[src/common/i2c_defines.svh]
`ifndef I2C_DEFINES_SVH
`define I2C_DEFINES_SVH

// bus and register widths
`define I2C_DATA_W      8
`define I2C_DEV_ADDR_W  7
`define I2C_DIV_W       16

// byte engine commands
`define I2C_CMD_START   3'd0
`define I2C_CMD_RESTART 3'd1  // release SCL high, then start
`define I2C_CMD_WRITE   3'd2  // byte out, ACK in
`define I2C_CMD_READ    3'd3  // byte in, NACK out
`define I2C_CMD_STOP    3'd4

// transaction sequencer states
`define SEQ_IDLE        4'd0
`define SEQ_START       4'd1
`define SEQ_ADDR_W      4'd2
`define SEQ_REG         4'd3
`define SEQ_DATA        4'd4
`define SEQ_RESTART     4'd5
`define SEQ_ADDR_R      4'd6
`define SEQ_READ        4'd7
`define SEQ_STOP        4'd8

// quarter-bit phases, one tick each
`define PH_0            2'd0  // SDA setup, SCL low
`define PH_1            2'd1  // SCL released
`define PH_2            2'd2  // wait for SCL high
`define PH_3            2'd3  // sample, SCL low

`endif

[src/common/i2c_pkg.sv]
`default_nettype none
`include "i2c_defines.svh"

package i2c_pkg;

    typedef struct packed {
        logic [`I2C_DEV_ADDR_W-1:0] dev_addr;
        logic                       rw;       // 1 = read
    } addr_fields_t;

    // first byte after a start, or any plain byte on the wire
    typedef union packed {
        logic [`I2C_DATA_W-1:0] raw;
        addr_fields_t           fields;
    } addr_byte_u;

endpackage

`default_nettype wire

[src/source/i2c_tick_gen.sv]
`default_nettype none
`include "i2c_defines.svh"

module i2c_tick_gen (
    input  wire                   i_clk,
    input  wire                   i_rst,
    input  wire [`I2C_DIV_W-1:0]  i_divider,
    output logic                  o_tick
);

    logic [`I2C_DIV_W-1:0] count;

    always_ff @(posedge i_clk) begin
        if (i_rst) begin
            count <= '0;
        end else if (count >= i_divider) begin  // also recovers if divider drops
            count <= '0;
        end else begin
            count <= count + 1'b1;
        end
    end

    assign o_tick = (count == i_divider);

    // with a nonzero divider ticks are always separated by idle clocks
    assert property (@(posedge i_clk) disable iff (i_rst)
        o_tick |=> (!o_tick || i_divider == '0));

endmodule

`default_nettype wire

[src/source/i2c_byte_engine.sv]
`default_nettype none
`include "i2c_defines.svh"

module i2c_byte_engine (
    input  wire                       i_clk,
    input  wire                       i_rst,
    input  wire                       i_tick,
    input  wire                       i_cmd_valid,
    input  wire  [2:0]                i_cmd,
    input  wire  i2c_pkg::addr_byte_u i_tx_byte,
    input  wire                       i_scl,
    input  wire                       i_sda,
    output logic                      o_done,
    output logic                      o_ack_ok,
    output logic [`I2C_DATA_W-1:0]    o_rx_byte,
    output logic                      o_scl,
    output logic                      o_scl_oe,
    output logic                      o_sda,
    output logic                      o_sda_oe
);

    logic                   active;
    logic [2:0]             cmd_r;
    logic [2:0]             cur_cmd;
    logic [1:0]             phase;
    logic [3:0]             bit_cnt;
    logic [`I2C_DATA_W-1:0] shift;
    logic [`I2C_DATA_W-1:0] cur_shift;
    logic                   go;
    logic                   ack_slot;
    logic                   last_bit;
    logic                   start_like;

    // the accept tick already runs PH_0 of the first bit
    assign go         = i_tick && (active || i_cmd_valid);
    assign cur_cmd    = active ? cmd_r : i_cmd;
    assign cur_shift  = active ? shift : i_tx_byte.raw;
    assign ack_slot   = (bit_cnt == 4'(`I2C_DATA_W));  // ninth bit, ACK or NACK
    assign start_like = (cur_cmd == `I2C_CMD_START) ||
                        (cur_cmd == `I2C_CMD_RESTART && bit_cnt == 4'd1);

    always_comb begin
        case (cur_cmd)
            `I2C_CMD_WRITE, `I2C_CMD_READ: last_bit = ack_slot;
            `I2C_CMD_RESTART:              last_bit = (bit_cnt == 4'd1);
            default:                       last_bit = 1'b1;
        endcase
    end

    assign o_done    = i_tick && (phase == `PH_3) && last_bit;
    assign o_ack_ok  = (cmd_r != `I2C_CMD_WRITE) || !i_sda;
    assign o_rx_byte = shift;

    always_ff @(posedge i_clk) begin
        if (i_rst) begin
            active   <= 1'b0;
            cmd_r    <= `I2C_CMD_STOP;
            phase    <= `PH_0;
            bit_cnt  <= '0;
            o_scl    <= 1'b1;
            o_scl_oe <= 1'b0;
            o_sda    <= 1'b1;
            o_sda_oe <= 1'b0;
        end else if (go) begin
            if (!active) begin
                active <= 1'b1;
                cmd_r  <= i_cmd;
            end
            case (phase)
                `PH_0: begin
                    phase <= `PH_1;
                    case (cur_cmd)
                        `I2C_CMD_START: begin
                            o_scl_oe <= 1'b1;
                            o_sda_oe <= 1'b1;
                        end
                        `I2C_CMD_RESTART: begin
                            o_sda_oe <= 1'b1;  // SDA back high before SCL rises
                            o_sda    <= 1'b1;
                        end
                        `I2C_CMD_WRITE: begin
                            if (ack_slot) begin
                                o_sda_oe <= 1'b0;  // target drives ACK
                                o_sda    <= 1'b1;
                            end else begin
                                o_sda_oe <= 1'b1;
                                o_sda    <= cur_shift[`I2C_DATA_W-1];
                            end
                        end
                        `I2C_CMD_READ: begin
                            o_sda_oe <= ack_slot;  // NACK on the ninth bit
                            o_sda    <= 1'b1;
                        end
                        `I2C_CMD_STOP: begin
                            o_sda_oe <= 1'b1;
                            o_sda    <= 1'b0;
                        end
                        default: begin
                            o_sda_oe <= o_sda_oe;
                        end
                    endcase
                end
                `PH_1: begin
                    phase <= `PH_2;
                    if (start_like) begin
                        o_sda <= 1'b0;  // falling SDA under high SCL
                    end else begin
                        o_scl <= 1'b1;
                    end
                end
                `PH_2: begin
                    if (start_like || i_scl) begin  // target may stretch here
                        phase <= `PH_3;
                    end
                end
                `PH_3: begin
                    phase <= `PH_0;
                    if (last_bit) begin
                        active  <= 1'b0;
                        bit_cnt <= '0;
                    end else begin
                        bit_cnt <= bit_cnt + 4'd1;
                    end
                    case (cur_cmd)
                        `I2C_CMD_STOP: begin
                            o_sda    <= 1'b1;
                            o_sda_oe <= 1'b0;
                            o_scl_oe <= 1'b0;
                        end
                        `I2C_CMD_WRITE: begin
                            if (ack_slot && i_sda) begin
                                // no ACK, let go of the bus
                                o_scl_oe <= 1'b0;
                                o_sda_oe <= 1'b0;
                            end else begin
                                o_scl <= 1'b0;
                            end
                        end
                        `I2C_CMD_RESTART: begin
                            if (start_like) begin
                                o_scl <= 1'b0;
                            end
                        end
                        default: o_scl <= 1'b0;
                    endcase
                end
                default: phase <= `PH_0;
            endcase
        end
    end

    always_ff @(posedge i_clk) begin
        if (go && !active) begin
            shift <= i_tx_byte.raw;
        end else if (go && phase == `PH_3 && !ack_slot) begin
            if (cmd_r == `I2C_CMD_READ) begin
                shift <= {shift[`I2C_DATA_W-2:0], i_sda};  // MSB first
            end else begin
                shift <= {shift[`I2C_DATA_W-2:0], 1'b0};
            end
        end
    end

    // done only closes a command that was handed over on a tick
    assert property (@(posedge i_clk) disable iff (i_rst) o_done |-> active);
    assert property (@(posedge i_clk) disable iff (i_rst)
        $rose(active) |-> $past(i_cmd_valid && i_tick));

    // data bits only move while SCL is low
    assert property (@(posedge i_clk) disable iff (i_rst)
        (o_scl && $past(o_scl) && $changed(o_sda)) |->
            ($past(cmd_r) != `I2C_CMD_WRITE && $past(cmd_r) != `I2C_CMD_READ));

endmodule

`default_nettype wire

[src/source/i2c_sequencer.sv]
`default_nettype none
`include "i2c_defines.svh"

module i2c_sequencer (
    input  wire                           i_clk,
    input  wire                           i_rst,
    input  wire                           i_tick,
    input  wire                           i_enable,
    input  wire                           i_rw,
    input  wire  [`I2C_DATA_W-1:0]        i_data,
    input  wire  [`I2C_DATA_W-1:0]        i_reg_addr,
    input  wire  [`I2C_DEV_ADDR_W-1:0]    i_device_addr,
    input  wire                           i_done,
    input  wire                           i_ack_ok,
    input  wire  [`I2C_DATA_W-1:0]        i_rx_byte,
    output logic                          o_cmd_valid,
    output logic [2:0]                    o_cmd,
    output i2c_pkg::addr_byte_u           o_tx_byte,
    output logic [`I2C_DATA_W-1:0]        o_data,
    output logic                          o_busy
);

    import i2c_pkg::*;

    logic [3:0]                 state;
    logic [3:0]                 next_state;
    logic                       pending;      // i_enable seen on an idle tick
    logic                       outstanding;  // engine is working on a command
    logic                       cmd_done;
    logic                       issue;
    logic [2:0]                 next_cmd;
    addr_byte_u                 next_tx;
    logic                       rw_r;
    logic [`I2C_DATA_W-1:0]     data_r;
    logic [`I2C_DATA_W-1:0]     reg_r;
    logic [`I2C_DEV_ADDR_W-1:0] dev_r;

    assign cmd_done = i_done && outstanding;

    always_comb begin
        next_state = state;
        case (state)
            `SEQ_IDLE:    if (i_tick && pending) next_state = `SEQ_START;
            `SEQ_START:   if (cmd_done) next_state = `SEQ_ADDR_W;
            `SEQ_ADDR_W:  if (cmd_done) next_state = i_ack_ok ? `SEQ_REG : `SEQ_IDLE;
            `SEQ_REG: begin
                if (cmd_done) begin
                    if (!i_ack_ok) begin
                        next_state = `SEQ_IDLE;
                    end else begin
                        next_state = rw_r ? `SEQ_RESTART : `SEQ_DATA;
                    end
                end
            end
            `SEQ_DATA:    if (cmd_done) next_state = i_ack_ok ? `SEQ_STOP : `SEQ_IDLE;
            `SEQ_RESTART: if (cmd_done) next_state = `SEQ_ADDR_R;
            `SEQ_ADDR_R:  if (cmd_done) next_state = i_ack_ok ? `SEQ_READ : `SEQ_IDLE;
            `SEQ_READ:    if (cmd_done) next_state = `SEQ_STOP;
            `SEQ_STOP:    if (cmd_done) next_state = `SEQ_IDLE;
            default:      next_state = `SEQ_IDLE;
        endcase
    end

    // every state but idle owns exactly one engine command
    assign issue = (next_state != state) && (next_state != `SEQ_IDLE);

    always_comb begin
        next_cmd    = `I2C_CMD_STOP;
        next_tx.raw = '1;
        case (next_state)
            `SEQ_START:   next_cmd = `I2C_CMD_START;
            `SEQ_ADDR_W: begin
                next_cmd                = `I2C_CMD_WRITE;
                next_tx.fields.dev_addr = dev_r;
                next_tx.fields.rw       = 1'b0;
            end
            `SEQ_REG: begin
                next_cmd    = `I2C_CMD_WRITE;
                next_tx.raw = reg_r;
            end
            `SEQ_DATA: begin
                next_cmd    = `I2C_CMD_WRITE;
                next_tx.raw = data_r;
            end
            `SEQ_RESTART: next_cmd = `I2C_CMD_RESTART;
            `SEQ_ADDR_R: begin
                next_cmd                = `I2C_CMD_WRITE;
                next_tx.fields.dev_addr = dev_r;
                next_tx.fields.rw       = 1'b1;
            end
            `SEQ_READ:    next_cmd = `I2C_CMD_READ;
            default:      next_cmd = `I2C_CMD_STOP;
        endcase
    end

    always_ff @(posedge i_clk) begin
        if (i_rst) begin
            state       <= `SEQ_IDLE;
            pending     <= 1'b0;
            outstanding <= 1'b0;
            o_cmd_valid <= 1'b0;
            o_cmd       <= `I2C_CMD_STOP;
            o_busy      <= 1'b0;
            o_data      <= '0;
        end else begin
            state <= next_state;
            if (state == `SEQ_IDLE && i_tick) begin
                pending <= pending ? 1'b0 : i_enable;
            end
            if (issue) begin
                o_cmd_valid <= 1'b1;
                o_cmd       <= next_cmd;
            end else if (i_tick) begin
                o_cmd_valid <= 1'b0;  // held for one tick period
            end
            if (o_cmd_valid && i_tick) begin
                outstanding <= 1'b1;
            end else if (i_done) begin
                outstanding <= 1'b0;
            end
            if (state == `SEQ_START && i_tick) begin
                o_busy <= 1'b1;
            end else if (state != `SEQ_IDLE && next_state == `SEQ_IDLE) begin
                o_busy <= 1'b0;  // finished or aborted on NACK
            end
            if (cmd_done && state == `SEQ_READ) begin
                o_data <= i_rx_byte;
            end
        end
    end

    always_ff @(posedge i_clk) begin
        if (issue) begin
            o_tx_byte <= next_tx;
        end
        if (state == `SEQ_IDLE && i_tick && pending) begin
            rw_r   <= i_rw;
            data_r <= i_data;
            reg_r  <= i_reg_addr;
            dev_r  <= i_device_addr;
        end
    end

    // one command at a time across the engine boundary
    assert property (@(posedge i_clk) disable iff (i_rst) o_cmd_valid |-> !outstanding);

endmodule

`default_nettype wire

[src/source/i2c_master.sv]
`default_nettype none
`include "i2c_defines.svh"

module i2c_master (
    input  wire                         i_clk,
    input  wire                         i_rst,
    input  wire                         i_enable,
    input  wire                         i_rw,            // 1 = read
    input  wire  [`I2C_DATA_W-1:0]      i_data,
    input  wire  [`I2C_DATA_W-1:0]      i_reg_addr,
    input  wire  [`I2C_DEV_ADDR_W-1:0]  i_device_addr,
    input  wire  [`I2C_DIV_W-1:0]       i_divider,
    output logic [`I2C_DATA_W-1:0]      o_data,
    output logic                        o_busy,
    input  wire                         i_scl,
    output logic                        o_scl,
    output logic                        o_scl_oe,
    input  wire                         i_sda,
    output logic                        o_sda,
    output logic                        o_sda_oe
);

    import i2c_pkg::*;

    wire                         tick;
    wire                         cmd_valid;
    wire  [2:0]                  cmd;
    wire  addr_byte_u            tx_byte;
    wire                         done;
    wire                         ack_ok;
    wire  [`I2C_DATA_W-1:0]      rx_byte;

    i2c_tick_gen u_tick_gen (
        .i_clk     (i_clk),
        .i_rst     (i_rst),
        .i_divider (i_divider),
        .o_tick    (tick)
    );

    i2c_sequencer u_sequencer (
        .i_clk         (i_clk),
        .i_rst         (i_rst),
        .i_tick        (tick),
        .i_enable      (i_enable),
        .i_rw          (i_rw),
        .i_data        (i_data),
        .i_reg_addr    (i_reg_addr),
        .i_device_addr (i_device_addr),
        .i_done        (done),
        .i_ack_ok      (ack_ok),
        .i_rx_byte     (rx_byte),
        .o_cmd_valid   (cmd_valid),
        .o_cmd         (cmd),
        .o_tx_byte     (tx_byte),
        .o_data        (o_data),
        .o_busy        (o_busy)
    );

    i2c_byte_engine u_byte_engine (
        .i_clk       (i_clk),
        .i_rst       (i_rst),
        .i_tick      (tick),
        .i_cmd_valid (cmd_valid),
        .i_cmd       (cmd),
        .i_tx_byte   (tx_byte),
        .i_scl       (i_scl),
        .i_sda       (i_sda),
        .o_done      (done),
        .o_ack_ok    (ack_ok),
        .o_rx_byte   (rx_byte),
        .o_scl       (o_scl),
        .o_scl_oe    (o_scl_oe),
        .o_sda       (o_sda),
        .o_sda_oe    (o_sda_oe)
    );

endmodule

`default_nettype wire

[config.mk]
export PLATFORM = sky130hd
export DESIGN_NAME = i2c_master
export DESIGN_NICKNAME = d
export VERILOG_FILES = /design/src/common/i2c_pkg.sv /design/src/source/i2c_tick_gen.sv /design/src/source/i2c_byte_engine.sv /design/src/source/i2c_sequencer.sv /design/src/source/i2c_master.sv
export VERILOG_INCLUDE_DIRS = /design/src /design/src/common
export SDC_FILE = /design/constraint.sdc
export NUM_CORES = 1
export LEC_CHECK = 0
export ABC_AREA = 1
export BUFFER_PORTS_ARGS = -buffer_cell sky130_fd_sc_hd__buf_2
export CORE_AREA = 5 5 101 175
export DETAILED_ROUTE_END_ITERATION = 7
export DIE_AREA = 0 0 106 180
export HOLD_SLACK_MARGIN = 0.12
export PLACE_DENSITY = 0.48
export SETUP_SLACK_MARGIN = 0.2
export SLEW_MARGIN = 10
export SYNTH_ARGS = -nofsm -noshare
export SYNTH_HDL_FRONTEND = slang
export SYNTH_SLANG_ARGS = --single-unit
[constraint.sdc]
create_clock -name i_clk -period 4 [get_ports i_clk]
set_input_delay 0.8 -clock i_clk [delete_from_list [all_inputs] [get_ports i_clk]]
set_output_delay 0.8 -clock i_clk [all_outputs]
set_load 0.05 [all_outputs]
==> reports/metrics.csv <==
stage,metric,value,unit
synthesis,"Seq/Total Area, Yosys",46.2,%
grt,GRT Overall Usage,11.9,%
setup_path,RR Startpoint,u_tick_gen.count[0]$_SDFF_PP0_,
placement,Placer Congestion,0.799,
sta,Final Setup Violations,0,
sta,crit path time final,2.89,ns
detailed_routing,routed len/inst,13.3,um
sta,Slew HR,56.8,%
synthesis,mux contribution to synthesized area,0,%
detailed_routing,vias post-DR,3795,
layout,P&R area growth vs syn,16.7,%
floorplan,Die X,106,um
clock_network,Post-CTS Resized,0,
sta,Slew @ Worst Pin,0.643,ns
setup_path,r2r setup slk,1.27,ns
setup_path,crit path max fanout,8,
synthesis,Synth Area in Adders,6.62,%
synthesis,Simple-Gate Fraction of Synth Area,28.3,%
floorplan,Rows,62,
job,number of max-cap violations,0,
setup_path,CP Class,input port to flip-flop,
placement,post-placement setup slack,0.687,ns
grt,grt total ovfl,0,
setup_path,crit path capture type,flip-flop,
layout,"Net count, final",689,
worst_hold_path,Hold EP,u_byte_engine.o_scl$_SDFFE_PP1P_,
synthesis,Synthesis Warnings,0,
synthesis,synthesized area,0.00473,mm^2
grt,largest net degree at the start of global routing,26,
synthesis,Post-synth ARST share,0,%
synthesis,Post-synth EDFFs,40,
setup_path,"Data arrival, critical path",2.98,ns
clock_network,"CTS clk-pin slew, worst paths",0.07,ns
clock_network,CTS tree,yes,
grt,vias in the first global route,3897,
synthesis,Syn Inst Count,557,
sta,worst setup margin,1.11,ns
clock_network,Setup Buffers After CTS,0,
synthesis,Seq cells post-synth,89,
clock_network,clock sinks,89,
layout,share of layout cells above drive strength 1,19.6,%
run_status,status,"finished, final reports clean",
clock_network,total CTS buffers,9,
layout,Ant. Diodes,0,
grt,first-pass GRT wire length,18300,um
setup_path,R2R depth,15,
sta,fin crit share,72.3,%
sta,Pins Over Slew Limit,0,
pwr,Pwr Density,335,mW/mm^2
pwr,Leakage,0.00229,uW
setup_path,CP startpoint kind,input port,
synthesis,mean post-synth cell area,8.48,um^2
setup_path,reg-to-reg endpoint,u_sequencer.o_tx_byte[6]$_DFFE_PP_,
detailed_routing,DRC viols,0,
floorplan,Starting Density,29.3,%
floorplan,Die Y,180,um
setup_path,Critical Path RT,4.08,ns
grt,initial antenna violation count,0,
detailed_routing,drt total wl,10900,um
placement,placed insts,800,
sta,Fin. Hold Viols,0,
synthesis,Compound-Gate Fraction of Synth Area,9.77,%
floorplan,die area,0.0191,mm^2
synthesis,Synth Area in XOR/XNOR,0.927,%
layout,Final Non-Filler Cells,816,
sta,skew final,0.00814,ns
synthesis,syn nets,627,
worst_hold_path,HP Start,u_byte_engine.o_scl$_SDFFE_PP1P_,
detailed_routing,ANT nets after route,0,
floorplan,I/O pin total,58,
synthesis,ys flop type,dfxtp_1,
sta,Max Clk Rate,0.346,GHz
detailed_routing,Iteration-0 DRC Markers,134,
detailed_routing,detail-routed via count per cell,4.65,
synthesis,largest family of logic cells by synthesized area,simple AND/OR/NAND/NOR gates,
layout,"commonest non-fill, non-tap cell in the layout",nand2_1,
floorplan,core area,0.0161,mm^2
detailed_routing,Initial DRT Pass Iterations,4,
worst_hold_path,hold depth,2,
layout,"commonest non-fill, non-tap cells in the layout","104 x nand2_1, 81 x inv_1, 63 x nor2_1, 57 x buf_2, 49 x dfxtp_1",
clock_network,Post-CTS Hold Buffers,0,
clock_network,H-tree depth,3,
clock_network,Root Driver,clkbuf_16,
placement,DP HPWL,8700,um
placement,PortBufs,57,
clock_network,clock latency on the worst-skew pair,0.34,ns
pwr,Max VDD drop,260,uV
worst_hold_path,Hold Path Class,flip-flop to flip-flop,
clock_network,Max clock buf depth,2,
synthesis,"Distinct cells, synth",42,
sta,RSZ-0062 raised after global routing,no,
sta,setup TNS,0,ns
## through the flow
step / util (%) / cell area, um^2 / hold slack (ns) / power [uW]
6_report: 34.2 / 5520 / 0.472 / 1850
3_3_place_gp: 32.4 / 5220 / 0.452 / 1030
3_5_place_dp: 32.4 / 5220 / 0.457 / 1030
5_1_grt: 34.2 / 5520 / 0.505 / 1920
4_1_cts: 34.2 / 5520 / 0.475 / 1880
2_1_floorplan: - / 4730 / 0.429 / 998
## worst max path at each step
stage	from	endpoint	slack, ns	cells past startpoint
finish	i_divider[3]	u_sequencer.o_tx_byte[6]$_DFFE_PP_	1.11	16
detailed placement	i_divider[3]	u_sequencer.o_tx_byte[6]$_DFFE_PP_	0.69	16
CTS	i_divider[3]	u_sequencer.o_tx_byte[7]$_DFFE_PP_	1.05	16
global placement	i_divider[3]	u_sequencer.o_tx_byte[3]$_DFFE_PP_	0.74	16
floorplan	i_divider[15]	u_sequencer.o_tx_byte[0]$_DFFE_PP_	0.44	16
global route	i_divider[3]	u_sequencer.o_tx_byte[0]$_DFFE_PP_	0.77	17
## cells in the mapped netlist (all sizes together), types with 2 or more instances
cell     number  area, um^2
inv          87         334
a21oi        28         140
nand4         9        68.8
xor2          3        26.3
ha           25         313
a211oi       12        90.1
edfxtp       40        1200
o2111ai       2        17.5
nor3b         5        37.5
nor3         16        96.4
nand3        33         205
xnor2         2        17.5
nor2         74         330
dfxtp        49         981
a22oi         2        15.0
a31oi         2        12.5
o31ai         2        15.0
nand2       124         578
nand3b        2        15.0
a2111o        2        22.5
buf           3        27.5
clkbuf        6        26.3
o21ai        25         125
## state kept, by name, summed over array words and instances, names as in the netlist, 2 cells and up
name and cells:
u_tick_gen.count 16, u_byte_engine.o_rx_byte 8, u_sequencer.data_r 8, u_sequencer.o_data 8
u_sequencer.o_tx_byte 8, u_sequencer.reg_r 8, u_sequencer.dev_r 7, u_byte_engine.bit_cnt 4
u_sequencer.state 4, u_byte_engine.cmd_r 3, u_sequencer.o_cmd 3, u_byte_engine.phase 2
## cell type report
type                    count  area [um^2]
clock buffers               9          225
fillers                  1724        10600
inverters                  87          334
multi-input cells         372         2160
clock inverters             7         70.1
flip-flops and latches     89         2180
repair buffers             60          308
well taps                 192          240
## layer usage
| layer | routed length (um) | share of wire (%) | up-vias | track usage [%] |
|---|---|---|---|---|
| met3 | 288 | 2.6 | 15 | 1.76 |
| li1 | - | - | 1969 | - |
| met1 | 4250 | 39 | 1750 | 12.7 |
| met4 | 204 | 1.9 | 0 | 4.51 |
| met5 | 0 | 0 | - | 0 |
| met2 | 6150 | 56 | 61 | 22.9 |
## where the power goes
part	switching (uW)	total [uW]	internal (uW)
clock network	401	840	439
registers	2.62	950	948
logic	30.5	56.6	26.1
total	434	1850	1410
## cells by family after synthesis
group / Yosys count
AND/OR/NAND/NOR: 264
adder cells (fa/ha/maj): 25
flip-flops: 89
XOR/XNOR: 5
buffers and inverters: 96
AO/OA/AOI/OAI: 78
## critical path, stage by stage
cell and delay [ns]:
buf_2 0.07, inv_1 0.03, ha_1 0.29, nand2_1 0.06, nor2_1 0.16, nand3_1 0.10
nor2_1 0.31, nand3_2 0.12, nor2_2 0.14, nand2_1 0.06, nand2_1 0.07, nand2_2 0.07
a21oi_1 0.26, o21ai_1 0.14, nand2_2 0.17, nand4_1 0.11
Note: power is estimated with default switching activity, not from simulation.
